[src/logic/board_pkg.sv]
`default_nettype none
//------------------------------------------------
// Shared widths, register map and field types for
// the board glue logic, referenced by scoped name
//------------------------------------------------

package board_pkg;

  // AXI4-Lite bus widths
  parameter int addr_w = 32;
  parameter int data_w = 32;

  typedef logic [addr_w-1:0] reg_addr_t;
  typedef logic [data_w-1:0] reg_data_t;

  // Register word index, taken from address bits 3:2
  typedef enum logic [2:0] {
    reg_status    = 3'd0,  // byte offset 0x00
    reg_fe_ctrl0  = 3'd1,  // byte offset 0x04
    reg_fe_ctrl1  = 3'd2,  // byte offset 0x08
    reg_evt_count = 3'd3   // byte offset 0x0C
  } reg_sel_e;

  typedef enum logic [1:0] {
    resp_okay   = 2'b00,
    resp_slverr = 2'b10
  } axi_resp_e;

  // Shared by the write and read channel FSMs
  typedef enum logic [1:0] {
    st_idle,
    st_resp
  } bus_state_e;

  // PLL lock, 10 MHz detected, PPS detected, reference lock
  typedef logic [3:0] tcxo_status_t;

  // Per channel front end
  // 8:6 LEDs RX, TXRX tx, TXRX rx
  // 5:2 antenna selects VCRX V2/V1, VCTXRX V2/V1
  // 1:0 TX enables B and A
  typedef logic [8:0] fe_ctrl_t;

  typedef logic [7:0] evt_count_t;

endpackage

`default_nettype wire

[src/logic/input_sync.sv]
`timescale 1ns/1ps
`default_nettype none
//------------------------------------------------
// Two-flop synchronizers for the slow board inputs
// Outputs lag the raw level by two bus_clk edges
//------------------------------------------------

module input_sync (
  input  wire                          bus_clk,
  input  wire                          bus_rst,
  input  wire                          onswitch_n,
  input  wire                          gps_pps,
  input  wire board_pkg::tcxo_status_t tcxo_status_raw,
  input  wire [1:0]                    lock_raw,
  output logic                         onswitch_n_s,
  output logic                         pps_s,
  output board_pkg::tcxo_status_t      tcxo_status_s,
  output logic [1:0]                   lock_s
);

  // Button, PPS, oscillator status and lock bits packed together
  localparam int sync_w = 4 + $bits(board_pkg::tcxo_status_t);

  // Button idles high (not pressed), everything else idles low
  localparam logic [sync_w-1:0] rst_val = {1'b1, {(sync_w-1){1'b0}}};

  logic [sync_w-1:0] meta_q;
  logic [sync_w-1:0] sync_q;

  always_ff @(posedge bus_clk) begin
    if (bus_rst) begin
      meta_q <= rst_val;
      sync_q <= rst_val;
    end else begin
      meta_q <= {onswitch_n, gps_pps, tcxo_status_raw, lock_raw};
      sync_q <= meta_q;
    end
  end

  assign {onswitch_n_s, pps_s, tcxo_status_s, lock_s} = sync_q;

endmodule

`default_nettype wire

[src/logic/button_irq_gen.sv]
`timescale 1ns/1ps
`default_nettype none
//------------------------------------------------
// Button press and release detection with stretched
// interrupt outputs and one-cycle event strobes
//------------------------------------------------

module button_irq_gen #(
  parameter int unsigned stretch_len = 8
) (
  input  wire  bus_clk,
  input  wire  bus_rst,
  input  wire  onswitch_n_s,
  output logic press_irq,
  output logic release_irq,
  output logic press_evt,
  output logic release_evt
);

  // Index 0 is press, index 1 is release
  logic [1:0]                  hist_q;
  logic [1:0]                  edge_flag;
  logic [1:0]                  evt_q;
  logic [1:0][stretch_len-1:0] stretch_q;

  // Button is active low
  // a press is a low level after two high samples
  assign edge_flag[0] = ~onswitch_n_s & hist_q[0] & hist_q[1];
  assign edge_flag[1] = onswitch_n_s & ~hist_q[0] & ~hist_q[1];

  always_ff @(posedge bus_clk) begin
    if (bus_rst) begin
      // History starts as released so reset gives no event
      hist_q    <= 2'b11;
      evt_q     <= '0;
      stretch_q <= '0;
    end else begin
      hist_q <= {hist_q[0], onswitch_n_s};
      evt_q  <= edge_flag;
      // Each event walks through the shift register once
      for (int i = 0; i < 2; i++) begin
        stretch_q[i] <= (stretch_q[i] << 1) | stretch_len'(edge_flag[i]);
      end
    end
  end

  // IRQ stays high while the event is anywhere in the stretcher
  assign press_irq   = |stretch_q[0];
  assign release_irq = |stretch_q[1];

  assign press_evt   = evt_q[0];
  assign release_evt = evt_q[1];

endmodule

`default_nettype wire

[src/logic/board_ctrl_regs.sv]
`timescale 1ns/1ps
`default_nettype none
//------------------------------------------------
// AXI4-Lite slave with board status, button event
// counters and the two front-end control registers
//------------------------------------------------

module board_ctrl_regs (
  input  wire                               bus_clk,
  input  wire                               bus_rst,
  input  wire                               pps_s,
  input  wire board_pkg::tcxo_status_t      tcxo_status_s,
  input  wire [1:0]                         lock_s,
  input  wire                               onswitch_n_s,
  input  wire                               press_evt,
  input  wire                               release_evt,
  input  wire board_pkg::reg_addr_t         s_axi_awaddr,
  input  wire                               s_axi_awvalid,
  output logic                              s_axi_awready,
  input  wire board_pkg::reg_data_t         s_axi_wdata,
  input  wire [board_pkg::data_w/8-1:0]     s_axi_wstrb,
  input  wire                               s_axi_wvalid,
  output logic                              s_axi_wready,
  output board_pkg::axi_resp_e              s_axi_bresp,
  output logic                              s_axi_bvalid,
  input  wire                               s_axi_bready,
  input  wire board_pkg::reg_addr_t         s_axi_araddr,
  input  wire                               s_axi_arvalid,
  output logic                              s_axi_arready,
  output board_pkg::reg_data_t              s_axi_rdata,
  output board_pkg::axi_resp_e              s_axi_rresp,
  output logic                              s_axi_rvalid,
  input  wire                               s_axi_rready,
  output board_pkg::fe_ctrl_t               fe_ctrl0,
  output board_pkg::fe_ctrl_t               fe_ctrl1
);

  board_pkg::bus_state_e w_state;
  board_pkg::bus_state_e r_state;
  board_pkg::axi_resp_e  bresp_q;
  board_pkg::axi_resp_e  rresp_q;
  board_pkg::reg_data_t  rdata_q;
  board_pkg::reg_data_t  rd_word;
  board_pkg::reg_sel_e   wr_sel;
  board_pkg::reg_sel_e   rd_sel;
  board_pkg::fe_ctrl_t   fe_q [2];
  board_pkg::evt_count_t press_cnt;
  board_pkg::evt_count_t release_cnt;
  logic                  wr_accept;
  logic                  wr_mapped;
  logic                  rd_accept;
  logic                  rd_mapped;
  logic                  cnt_clear;

  // Byte lane 0 carries bits 7:0, lane 1 carries bit 8
  function automatic board_pkg::fe_ctrl_t merge_fe(
    input board_pkg::fe_ctrl_t  old_val,
    input board_pkg::reg_data_t data,
    input logic [1:0]           strb
  );
    board_pkg::fe_ctrl_t new_val;
    new_val = old_val;
    if (strb[0]) begin
      new_val[7:0] = data[7:0];
    end
    if (strb[1]) begin
      new_val[8] = data[8];
    end
    return new_val;
  endfunction

  // Counters stick at all ones
  function automatic board_pkg::evt_count_t sat_inc(
    input board_pkg::evt_count_t cnt,
    input logic                  evt
  );
    if (evt && (cnt != '1)) begin
      return cnt + 1'b1;
    end
    return cnt;
  endfunction

  //------------------------------------------------
  // Write channel
  //------------------------------------------------
  assign wr_accept = (w_state == board_pkg::st_idle) && s_axi_awvalid && s_axi_wvalid;
  assign wr_mapped = (s_axi_awaddr[board_pkg::addr_w-1:4] == '0);
  assign wr_sel    = board_pkg::reg_sel_e'({1'b0, s_axi_awaddr[3:2]});
  assign cnt_clear = wr_accept && wr_mapped && (wr_sel == board_pkg::reg_evt_count);

  assign s_axi_awready = wr_accept;
  assign s_axi_wready  = wr_accept;
  assign s_axi_bvalid  = (w_state == board_pkg::st_resp);
  assign s_axi_bresp   = bresp_q;

  always_ff @(posedge bus_clk) begin
    if (bus_rst) begin
      w_state <= board_pkg::st_idle;
      fe_q[0] <= '0;
      fe_q[1] <= '0;
    end else begin
      case (w_state)
        board_pkg::st_idle: if (wr_accept) w_state <= board_pkg::st_resp;
        board_pkg::st_resp: if (s_axi_bready) w_state <= board_pkg::st_idle;
        default:            w_state <= board_pkg::st_idle;
      endcase
      if (wr_accept && wr_mapped) begin
        case (wr_sel)
          board_pkg::reg_fe_ctrl0: fe_q[0] <= merge_fe(fe_q[0], s_axi_wdata, s_axi_wstrb[1:0]);
          board_pkg::reg_fe_ctrl1: fe_q[1] <= merge_fe(fe_q[1], s_axi_wdata, s_axi_wstrb[1:0]);
          default: ;
        endcase
      end
    end
  end

  always_ff @(posedge bus_clk) begin
    if (wr_accept) begin
      bresp_q <= wr_mapped ? board_pkg::resp_okay : board_pkg::resp_slverr;
    end
  end

  // Any write to the count register clears both counts
  always_ff @(posedge bus_clk) begin
    if (bus_rst || cnt_clear) begin
      press_cnt   <= '0;
      release_cnt <= '0;
    end else begin
      press_cnt   <= sat_inc(press_cnt, press_evt);
      release_cnt <= sat_inc(release_cnt, release_evt);
    end
  end

  assign fe_ctrl0 = fe_q[0];
  assign fe_ctrl1 = fe_q[1];

  //------------------------------------------------
  // Read channel
  //------------------------------------------------
  assign rd_accept = (r_state == board_pkg::st_idle) && s_axi_arvalid;
  assign rd_mapped = (s_axi_araddr[board_pkg::addr_w-1:4] == '0);
  assign rd_sel    = board_pkg::reg_sel_e'({1'b0, s_axi_araddr[3:2]});

  always_comb begin
    case (rd_sel)
      board_pkg::reg_status:
        rd_word = board_pkg::reg_data_t'({~onswitch_n_s, lock_s, pps_s, tcxo_status_s});
      board_pkg::reg_fe_ctrl0: rd_word = board_pkg::reg_data_t'(fe_q[0]);
      board_pkg::reg_fe_ctrl1: rd_word = board_pkg::reg_data_t'(fe_q[1]);
      board_pkg::reg_evt_count:
        rd_word = board_pkg::reg_data_t'({release_cnt, press_cnt});
      default: rd_word = '0;
    endcase
  end

  always_ff @(posedge bus_clk) begin
    if (bus_rst) begin
      r_state <= board_pkg::st_idle;
    end else begin
      case (r_state)
        board_pkg::st_idle: if (rd_accept) r_state <= board_pkg::st_resp;
        board_pkg::st_resp: if (s_axi_rready) r_state <= board_pkg::st_idle;
        default:            r_state <= board_pkg::st_idle;
      endcase
    end
  end

  // Read data is captured at acceptance and held through back-pressure
  always_ff @(posedge bus_clk) begin
    if (rd_accept) begin
      rdata_q <= rd_mapped ? rd_word : '0;
      rresp_q <= rd_mapped ? board_pkg::resp_okay : board_pkg::resp_slverr;
    end
  end

  assign s_axi_arready = rd_accept;
  assign s_axi_rvalid  = (r_state == board_pkg::st_resp);
  assign s_axi_rdata   = rdata_q;
  assign s_axi_rresp   = rresp_q;

endmodule

`default_nettype wire

[src/logic/board_glue_top.sv]
`timescale 1ns/1ps
`default_nettype none
//------------------------------------------------
// Board glue top: sync stage, button event stage
// and AXI4-Lite register stage on bus_clk
//------------------------------------------------

module board_glue_top #(
  parameter int unsigned stretch_len = 8
) (
  input  wire                           bus_clk,
  input  wire                           bus_rst,
  // Asynchronous board inputs
  input  wire                           onswitch_n,
  input  wire                           gps_pps,
  input  wire board_pkg::tcxo_status_t  tcxo_status_raw,
  input  wire [1:0]                     lock_raw,
  // AXI4-Lite slave
  input  wire board_pkg::reg_addr_t     s_axi_awaddr,
  input  wire                           s_axi_awvalid,
  output logic                          s_axi_awready,
  input  wire board_pkg::reg_data_t     s_axi_wdata,
  input  wire [board_pkg::data_w/8-1:0] s_axi_wstrb,
  input  wire                           s_axi_wvalid,
  output logic                          s_axi_wready,
  output board_pkg::axi_resp_e          s_axi_bresp,
  output logic                          s_axi_bvalid,
  input  wire                           s_axi_bready,
  input  wire board_pkg::reg_addr_t     s_axi_araddr,
  input  wire                           s_axi_arvalid,
  output logic                          s_axi_arready,
  output board_pkg::reg_data_t          s_axi_rdata,
  output board_pkg::axi_resp_e          s_axi_rresp,
  output logic                          s_axi_rvalid,
  input  wire                           s_axi_rready,
  // Interrupts, GPIO and front-end control
  output logic                          press_irq,
  output logic                          release_irq,
  output logic                          pps_out,
  output board_pkg::fe_ctrl_t           fe_ctrl0,
  output board_pkg::fe_ctrl_t           fe_ctrl1
);

  logic                    onswitch_n_s;
  logic                    pps_s;
  board_pkg::tcxo_status_t tcxo_status_s;
  logic [1:0]              lock_s;
  logic                    press_evt;
  logic                    release_evt;

  input_sync i_input_sync (
    .bus_clk(bus_clk), .bus_rst(bus_rst),
    .onswitch_n(onswitch_n), .gps_pps(gps_pps),
    .tcxo_status_raw(tcxo_status_raw), .lock_raw(lock_raw),
    .onswitch_n_s(onswitch_n_s), .pps_s(pps_s),
    .tcxo_status_s(tcxo_status_s), .lock_s(lock_s)
  );

  button_irq_gen #(.stretch_len(stretch_len)) i_button_irq_gen (
    .bus_clk(bus_clk), .bus_rst(bus_rst), .onswitch_n_s(onswitch_n_s),
    .press_irq(press_irq), .release_irq(release_irq),
    .press_evt(press_evt), .release_evt(release_evt)
  );

  board_ctrl_regs i_board_ctrl_regs (
    .bus_clk(bus_clk), .bus_rst(bus_rst),
    .pps_s(pps_s), .tcxo_status_s(tcxo_status_s), .lock_s(lock_s),
    .onswitch_n_s(onswitch_n_s), .press_evt(press_evt), .release_evt(release_evt),
    .s_axi_awaddr(s_axi_awaddr), .s_axi_awvalid(s_axi_awvalid),
    .s_axi_awready(s_axi_awready),
    .s_axi_wdata(s_axi_wdata), .s_axi_wstrb(s_axi_wstrb),
    .s_axi_wvalid(s_axi_wvalid), .s_axi_wready(s_axi_wready),
    .s_axi_bresp(s_axi_bresp), .s_axi_bvalid(s_axi_bvalid), .s_axi_bready(s_axi_bready),
    .s_axi_araddr(s_axi_araddr), .s_axi_arvalid(s_axi_arvalid),
    .s_axi_arready(s_axi_arready),
    .s_axi_rdata(s_axi_rdata), .s_axi_rresp(s_axi_rresp),
    .s_axi_rvalid(s_axi_rvalid), .s_axi_rready(s_axi_rready),
    .fe_ctrl0(fe_ctrl0), .fe_ctrl1(fe_ctrl1)
  );

  // Synchronized PPS goes out as a GPIO for time keeping
  assign pps_out = pps_s;

endmodule

`default_nettype wire

[config.mk]
export PLATFORM = sky130hd
export DESIGN_NAME = board_glue_top
export DESIGN_NICKNAME = d
export VERILOG_FILES = /design/src/logic/board_pkg.sv /design/src/logic/input_sync.sv /design/src/logic/button_irq_gen.sv /design/src/logic/board_ctrl_regs.sv /design/src/logic/board_glue_top.sv
export SDC_FILE = /design/constraint.sdc
export NUM_CORES = 1
export LEC_CHECK = 0
export ABC_CLOCK_PERIOD_IN_PS = 5250
export BUFFER_PORTS_ARGS = -buffer_cell sky130_fd_sc_hd__buf_2
export CORE_AREA = 4 4 91 93
export CTS_CLUSTER_SIZE = 20
export DETAILED_ROUTE_END_ITERATION = 7
export DIE_AREA = 0 0 95 97
export GPL_ROUTABILITY_DRIVEN = 0
export PLACE_DENSITY = 0.85
export SLEW_MARGIN = 20
export SYNTH_ARGS = -nofsm -noshare
export SYNTH_HDL_FRONTEND = slang
export SYNTH_SLANG_ARGS = --single-unit
[constraint.sdc]
create_clock -name bus_clk -period 5.25 [get_ports bus_clk]
set_input_delay 1.05 -clock bus_clk [delete_from_list [all_inputs] [get_ports bus_clk]]
set_output_delay 1.05 -clock bus_clk [all_outputs]
set_load 0.02 [all_outputs]
==> impl_metrics.tcl, run 1 <==
set metrics [dict create \
    status "complete, no violations" \
    worstMarginPinSlew_ps 785 \
    viasPerCell 5.01 \
    yosys.area.top_type_share_pct 29.5 \
    p_per_area_nw_per_um2 289 \
    synth_area_sq_um 3660 \
    synth_warnings 0 \
    io_pins 177 \
    synthTopCellsByArea "edfxtp_1 (30%), dfxtp_1 (28%), mux4_2 (4.9%)" \
    postRouteWirelength_mm 7.86 \
    switchingPower_uw 345 \
    hold_viol 0 \
    ys_ff_latch 88 \
    finalInstanceArea_sq_um 4520 \
    antenna_left 0 \
    r2r_slack_ps 3320 \
    internal_power_uw 962 \
    fin_skew_ps 11.1 \
    ys_seq_area_share_pct 58.0 \
    slew_headroom_pct 47.7 \
    finalNetCount 562 \
    fill_cells 638 \
    maxClockFrequency_mhz 345 \
    cts_tree "built" \
    dieArea_sq_um 9220 \
    power_frac_clock_pct 34.9 \
    drt-wirelength-per-cell_um 14.2 \
    end_kind "flop" \
    syn_area_per_cell_sq_um 11.7 \
    drive_above_1_share_pct 37.6 \
    dr.first_iter.drc_count 168 \
    placementRows 32 \
    syn_to_final_growth_pct 23.6 \
    slew_violations 0 \
    hold_path_depth 1 \
    cts_hold_buf 0 \
    synth_edf_count 36 \
    numCtsBuffers 9 \
    p_sw_share_pct 26.4 \
    final_util_pct 60.1 \
    yosys.area.top_type "edfxtp_1" \
    crit_type "in -> reg" \
    worstPathRequired_ps 5280 \
    rr_worst_depth 5 \
    overflow 0 \
    grt_pass1_vias 2758 \
    cp.arrival_ps 2920 \
    die_h_um 97 \
    cts_buffer_depth 2 \
    pwr-share-seq_pct 56.1 \
    diodes 0 \
    synthArstFlopShare_pct 0 \
    io_buffer_count 129 \
    setup_viol 0 \
    firstDrtPassIters 4 \
    rsz0062_at_grt "false" \
    worstHoldStart "i_input_sync.meta_q[7]" \
    initial_core_util_pct 48.6 \
    insertion_delay_ps 370 \
    period_share_pct 55.2 \
    tns_ps 0 \
    clk_pin_slew_ps 90 \
    vias 2763 \
    r2r-start "i_board_ctrl_regs.w_state[0]" \
    antenna_found_initial 0 \
    crit_path_start_kind "input port" \
    worst_r2r_endpoint "i_board_ctrl_regs.release_cnt[6]" \
    die_w_um 95 \
    ys_types 49 \
    cts.sinks 88 \
    grt_pass1_wl_mm 12.7 \
    drc 0 \
    hold_class "reg -> reg" \
    fin_crit_ps 2900 \
    grt_max_degree 40 \
    path_max_fanout 8 \
    grt_use_total_pct 17.8 \
    ctsResizeCount 0 \
    ys.flop_type "dfxtp_1" \
    dpl.hpwl_mm 6.06 \
    syn_inst 313 \
    whs_endpoint "i_input_sync.sync_q[7]" \
    post_cts_buffers 0 \
    h-tree-depth 3 \
    dpl_cell_area_sq_um 4330 \
    root_buffer "clkbuf_8" \
    core_area_sq_um 7530 \
    ir_worst_vdd_mv 0.218 \
    whs_ps 421 \
    cap_violations 0 \
    combPwrFrac_pct 8.9 \
    leakagePower_uw 0.00192 \
]
[worst max-delay path by stage]
stage / startpoint / to
after detailed placement: s_axi_awaddr[13] / i_board_ctrl_regs.fe_q[0][5]
after CTS: s_axi_awaddr[13] / i_board_ctrl_regs.fe_q[0][7]
final: s_axi_awaddr[13] / i_board_ctrl_regs.fe_q[0][7]
after global routing: s_axi_awaddr[13] / i_board_ctrl_regs.fe_q[0][7]
after global placement: s_axi_awaddr[13] / i_board_ctrl_regs.fe_q[0][5]
after floorplan: s_axi_arvalid / s_axi_arready
[layout make-up]
| type | count | area (sq um) | share of cell area (%) |
|---|---|---|---|
| Timing Repair Buffer | 130 | 653 | 14.4 |
| Inverter | 15 | 56.3 | 1.24 |
| Clock buffer | 9 | 124 | 2.74 |
| Clock inverter | 7 | 73.8 | 1.63 |
| Sequential cell | 88 | 2120 | 46.9 |
| Tap cell | 102 | 128 | 2.82 |
| Multi-Input combinational cell | 201 | 1370 | 30.2 |
[state kept, by name (all words and copies together) (netlist names)]
name,count
i_input_sync.meta_q,8
i_input_sync.sync_q,8
i_board_ctrl_regs.fe_q,18
i_board_ctrl_regs.press_cnt,8
i_board_ctrl_regs.release_cnt,8
i_board_ctrl_regs.s_axi_rdata,16
i_board_ctrl_regs.s_axi_rresp,1
i_button_irq_gen.hist_q,2
i_board_ctrl_regs.r_state,1
i_board_ctrl_regs.s_axi_bresp,1
i_button_irq_gen.stretch_q,16
i_board_ctrl_regs.w_state,1
[per-stage QoR]
step / instances / worst slack, ps / total power [uW]
2_1_floorplan: 330 / 2090 / 825
3_3_place_gp: 536 / 2110 / 865
3_5_place_dp: 536 / 1970 / 866
4_1_cts: 552 / 2360 / 1320
5_1_grt: 552 / 2170 / 1360
6_report: 552 / 2350 / 1310
[synth_stat cells (3+ instances only)]
cell type / number
nor3_1: 10
nor2b_1: 28
inv_1: 14
nand4_1: 4
buf_4: 19
a21oi_1: 5
dfxtp_1: 52
nor2_1: 17
and2_1: 18
nand2_1: 18
nor4_1: 20
or2_2: 3
edfxtp_1: 36
xnor2_1: 5
nand3_1: 6
mux4_2: 8
clkbuf_1: 4
a31o_2: 3
a211oi_1: 5
[power groups by stage]
stage / registers [uW] / clock network [uW] / logic, uW
after global routing: 736 / 497 / 127
after detailed placement: 749 / 0 / 117
after CTS: 734 / 470 / 117
final: 734 / 457 / 116
after global placement: 749 / 0 / 116
after floorplan: 763 / 0 / 61.1
[critical path: stages]
cell and delay [ps]:
buf_2 100, nor4_1 340, nand4_1 370, nor4_2 550
a41o_1 500
[cell usage in the layout, fill, tap and decap left out, drive strengths merged, types with 3 or more instances in the layout]
| cell type | instances |
|---|---|
| buf | 130 |
| dfxtp | 52 |
| edfxtp | 36 |
| nor2b | 28 |
| nor4 | 22 |
| nand2 | 18 |
| and2 | 18 |
| conb | 18 |
| nor2 | 18 |
| inv | 18 |
| nor3 | 11 |
| clkbuf | 9 |
| mux4 | 8 |
| nand3 | 6 |
| xnor2 | 5 |
| a21oi | 5 |
| a211oi | 5 |
| nand4 | 4 |
| clkinv | 4 |
| a31o | 3 |
| or2 | 3 |
| o31ai | 3 |
| or3 | 3 |
[logic make-up after synthesis]
family	Yosys count	synth area share (%)
muxes	11	5.78
adders and majority gates	2	0.684
AOI/OAI and AO/OA	25	5.27
buffers and inverters	41	6.39
other	1	0.102
xor gates and xnor gates	7	1.68
and+or+nand+nor	138	22.1
DFF	88	58.0
[routing by layer]
layer / track usage, % / up-vias / wire length (um)
met5: 0 / - / 0
met3: 4.43 / 15 / 638
met4: 9.43 / 0 / 212
met2: 29.2 / 129 / 3890
met1: 21.3 / 1266 / 3120
li1: - / 1353 / -
Power figures use the tool's default switching activity.
==> inputs of run 2 (changes only) <==
ABC_CLOCK_PERIOD_IN_PS = 2900   (was 5250)
CORE_AREA = 4 4 95 97   (was 4 4 91 93)
DIE_AREA = 0 0 99 101   (was 0 0 95 97)
PLACE_DENSITY = 0.79   (was 0.85)
clock period = 2.9 ns   (was 5.25 ns; I/O delays follow)
==> impl_metrics.tcl, run 2 (synthesis results as in run 1) <==
set metrics [dict create \
    final_cell_mix "buf_2 (129), dfxtp_1 (52), edfxtp_1 (36)" \
    largest_reg_flops 18 \
    r2r_slack_ps 1090 \
    rsz0062_at_grt "false" \
    antenna_left 0 \
    grt_pass1_vias 2711 \
    grt_max_degree 40 \
    crit_path_start_kind "input port" \
    cts_hold_buf 0 \
    placementRows 33 \
    finalNonFillerCells 559 \
    cts_buffer_depth 2 \
    clk_pin_slew_ps 80 \
    h-tree-depth 3 \
    fill_cells 693 \
    post_cts_buffers 0 \
    slew_headroom_pct 49.9 \
    period_share_pct 74.3 \
    initial_core_util_pct 45.0 \
    crit_type "in -> reg" \
    overflow 0 \
    hold_class "reg -> reg" \
    startpoint "s_axi_awaddr[27]" \
    worst_r2r_endpoint "i_board_ctrl_regs.fe_q[0][13]" \
    p_per_area_nw_per_um2 531 \
    r2r-start "i_board_ctrl_regs.w_state[0]" \
    path_max_fanout 8 \
    cp.arrival_ps 2160 \
    setup_viol 0 \
    final_common_cell "buf_2" \
    multiInputGateArea_sq_um 1370 \
    regMostFlops "i_board_ctrl_regs.fe_q" \
    status "complete, no violations" \
    dieArea_sq_um 10000 \
    place_inst 543 \
    rr_worst_depth 5 \
    insertion_delay_ps 340 \
    drt-wirelength-per-cell_um 14.0 \
    endpoint "i_board_ctrl_regs.fe_q[0][6]" \
    place_ws_ps 373 \
    final_util_pct 56.2 \
    die_w_um 99 \
    io_pins 177 \
    dr.first_iter.drc_count 134 \
    fin_crit_ps 2150 \
    cts_tree "built" \
    syn_to_final_growth_pct 24.9 \
    finalPower_uw 2430 \
    fin_skew_ps 4.44 \
    tns_ps 0 \
    ir_worst_vdd_mv 0.351 \
    cts.sinks 88 \
    grt_pass1_wl_mm 12.4 \
    worstMarginPinSlew_ps 752 \
    ctsResizeCount 0 \
    worstPathRequired_ps 2900 \
    numCtsBuffers 9 \
    die_h_um 101 \
    cap_violations 0 \
    end_kind "flop" \
    dpl.hpwl_mm 6.07 \
    drc 0 \
    seq_area_sq_um 2120 \
    maxClockFrequency_mhz 464 \
    slew_violations 0 \
    root_buffer "clkbuf_8" \
    leakagePower_uw 0.00194 \
    diodes 0 \
    layout_setup_ws_ps 746 \
    postRouteWirelength_mm 7.80 \
    grt_use_total_pct 15.8 \
    finalNetCount 566 \
    viasPerCell 4.89 \
    firstDrtPassIters 4 \
    antenna_found_initial 1 \
    hold_viol 0 \
    io_buffer_count 129 \
    drive_above_1_share_pct 37.7 \
    vias 2736 \
    core_area_sq_um 8130 \
]
run 2: worst max-delay path: stages:
cell and delay, ps:
buf_2 100, or4_4 550, nor4_2 420, a41o_1 500
run 2: worst min-delay path by stage:
stage / cells after the start / end / slack, ps / from
after global placement: 1 / i_input_sync.sync_q[7] / 400 / i_input_sync.meta_q[7]
after detailed placement: 1 / i_input_sync.sync_q[7] / 400 / i_input_sync.meta_q[7]
final: 1 / i_input_sync.sync_q[7] / 410 / i_input_sync.meta_q[7]
after floorplan: 1 / i_input_sync.sync_q[7] / 390 / i_input_sync.meta_q[7]
after CTS: 2 / i_board_ctrl_regs.r_state[0] / 400 / s_axi_rready
after global routing: 2 / i_input_sync.meta_q[7] / 400 / onswitch_n
run 2: through the flow:
stage | hold slack [ps] | area (sq um)
6_report | 414 | 4570
5_1_grt | 403 | 4570
4_1_cts | 401 | 4570
3_5_place_dp | 398 | 4360
3_3_place_gp | 401 | 4360
2_1_floorplan | 389 | 3720
run 2: where the power goes:
group          leakage, uW  internal [uW]  switching (uW)  total, uW
logic              0.00105           87.7             127        215
registers         0.000792           1320            11.1       1330
clock network    0.0000999            481             404        884
total              0.00194           1880             542       2430
run 2: area by class of cell:
type | count | share of cell area, %
Tap cell | 105 | 2.87
Multi-Input combinational cell | 201 | 29.9
Inverter | 15 | 1.23
Timing Repair Buffer | 134 | 14.9
Clock inverter | 6 | 1.83
Clock buffer | 10 | 2.79
Sequential cell | 88 | 46.4
run 2: layer usage:
metal	global-route usage [%]	routed length, um	vias up
met3	4.98	664	13
met2	25.8	3740	112
met4	6.51	151	2
met1	19.4	3230	1256
met5	0	11	-
li1	-	-	1353
==> inputs of run 3 (changes only) <==
ABC_AREA = 1   (was default)
ABC_CLOCK_PERIOD_IN_PS = 1800   (was 2900)
CORE_AREA = 4 4 102 104   (was 4 4 95 97)
DIE_AREA = 0 0 106 108   (was 0 0 99 101)
PLACE_DENSITY = 0.75   (was 0.79)
clock period = 1.8 ns   (was 2.9 ns; I/O delays follow)
==> impl_metrics.tcl, run 3 <==
set metrics [dict create \
    status "complete, no violations" \
    antenna_left 0 \
    ys_ff_latch 88 \
    ys.flop_type "dfxtp_1" \
    syn_to_final_growth_pct 25.4 \
    crit_path_start_kind "flop" \
    initial_core_util_pct 40.8 \
    fin_skew_ps 9.59 \
    ir_worst_vdd_mv 0.435 \
    io_pins 177 \
    critical_path.top_delay_family "flip-flops" \
    synth_common_cells "nor2_1 (103), inv_1 (73), nand2_1 (57)" \
    grt_use_total_pct 16.0 \
    viasPerCell 4.51 \
    cts.sinks 88 \
    syn_inst 456 \
    setup_viol 0 \
    syn_area_per_cell_sq_um 8.55 \
    crit_buf_inv 1 \
    worstPathRequired_ps 1440 \
    dpl.hpwl_mm 7.12 \
    yosys.area.top_type "edfxtp_1" \
    cp.arrival_ps 1270 \
    synth_area_sq_um 3900 \
    finalNonFillerCells 733 \
    cp_slowest_cell "dfxtp_1" \
    placementRows 36 \
    drive_above_1_share_pct 30.2 \
    place_inst 717 \
    antenna_found_initial 0 \
    vias 3309 \
    firstDrtPassIters 4 \
    finalNetCount 712 \
    final_cell_mix "buf_2 (129), nor2_1 (102), inv_1 (73)" \
    slowest_delay_ps 390 \
    crit_path_cell_trace "nor4_1 -> nand2_1 -> buf_2" \
    grt_pass1_wl_mm 14.6 \
    io_buffer_count 129 \
    numCtsBuffers 9 \
    die_w_um 106 \
    die_h_um 108 \
    hold_class "in -> reg" \
    dieArea_sq_um 11400 \
    path_max_fanout 6 \
    final_common_cell "buf_2" \
    rsz0062_at_grt "false" \
    core_area_sq_um 9550 \
    end_kind "output port" \
    cap_violations 0 \
    synth_edf_count 36 \
    drt-wirelength-per-cell_um 12.3 \
    regMostFlops "i_board_ctrl_regs.fe_q" \
    postRouteWirelength_mm 8.98 \
    insertion_delay_ps 350 \
    slew_violations 0 \
    grt_pass1_vias 3168 \
    crit_type "reg -> out" \
    synthTopCellsByArea "edfxtp_1 (28%), dfxtp_1 (27%), nor2_1 (9.9%)" \
    clk_pin_slew_ps 80 \
    p_per_area_nw_per_um2 815 \
    largest_reg_flops 18 \
    yosys.area.top_type_share_pct 27.7 \
    period_share_pct 90.6 \
    tns_ps 0 \
    ys_types 37 \
    synth_warnings 0 \
    post_cts_buffers 0 \
    fin_crit_ps 1630 \
    post-synth-top-count-cell "nor2_1" \
    ys_seq_area_share_pct 54.4 \
    cts_buffer_depth 2 \
    h-tree-depth 3 \
    cts_hold_buf 0 \
    root_buffer "clkbuf_8" \
    overflow 0 \
    cts_tree "built" \
    diodes 0 \
    drc 0 \
    synthArstFlopShare_pct 0 \
    grt_max_degree 36 \
    maxClockFrequency_mhz 613 \
    hold_viol 0 \
    dr.first_iter.drc_count 111 \
    leakagePower_uw 0.00228 \
    ctsResizeCount 0 \
]
-- run 3: cell count changes in the layout (fill, tap and decap cells not counted), moves of 13 or more --
| cell | delta |
|---|---|
| and2_1 | -17 |
| nand3_1 | +25 |
| nor2b_1 | -28 |
| nand2_1 | +39 |
| inv_1 | +59 |
| nor4_1 | -13 |
| nor2_1 | +85 |
-- run 3: cell type report --
type | count | area, sq um
clock inverter | 5 | 61.3
clock buffer | 11 | 151
timing repair buffer | 139 | 746
fill | 915 | 4660
tap | 133 | 166
sequential | 88 | 2120
multi-input combinational | 280 | 1350
inverter | 77 | 289
-- run 3: final timing paths --
kind | start | endpoint | slack [ps] | cells past startpoint
worst min register to register | i_input_sync.meta_q[6] | i_input_sync.sync_q[6] | 410 | 2
worst min-delay path | onswitch_n | i_input_sync.meta_q[7] | 190 | 2
worst max register to register | i_board_ctrl_regs.press_cnt[1] | i_board_ctrl_regs.press_cnt[3] | 280 | 9
worst max-delay path | i_button_irq_gen.stretch_q[8] | release_irq | 170 | 3
-- run 3: metrics by stage --
stage	worst slack, ps	utilization (%)	hold slack, ps	power (uW)	instance area, sq um
4_1_cts	141	51.2	182	4010	4890
6_report	169	51.2	195	3990	4890
2_1_floorplan	166	-	388	2440	3970
5_1_grt	53.2	51.2	175	4170	4890
3_5_place_dp	89.1	49.0	393	2600	4680
3_3_place_gp	83.6	49.0	396	2590	4680
-- run 3: worst reg2reg max path: stages, from the launching register on --
cell     delay (ps)
dfxtp_1         390
ha_1            210
nand2_1         100
nor2_1          170
nand3_2         100
nand2_2         140
inv_2            90
o21ai_1         130
inv_1            50
nor2_1           80
-- run 3: kinds of logic (layout without fill, tap and decap cells) --
family / after synthesis / after routing / share of synthesized area, %
AND/OR/NAND/NOR: 229 / 229 / 26.1
buffers and inverters: 105 / 232 / 12.7
AO/OA/AOI/OAI: 22 / 22 / 4.08
XOR/XNOR: 9 / 9 / 2.02
adder cells (fa/ha/maj): 2 / 2 / 0.642
other: 1 / 18 / 0.0962
flip-flops: 88 / 88 / 54.4
-- run 3: metal layers --
metal | vias to the layer above | share of wire [%] | track usage [%]
met2 | 120 | 48 | 27.0
met1 | 1493 | 43 | 19.9
met4 | 0 | 2.3 | 6.20
met3 | 17 | 6.4 | 3.94
li1 | 1679 | - | -
met5 | - | 0 | 0
-- run 3: power breakdown --
part	leakage [uW]	switching (uW)	total, uW	internal (uW)
combinational	0.00139	245	399	154
sequential	0.000781	24.9	2150	2130
clock	0.000106	710	1440	726
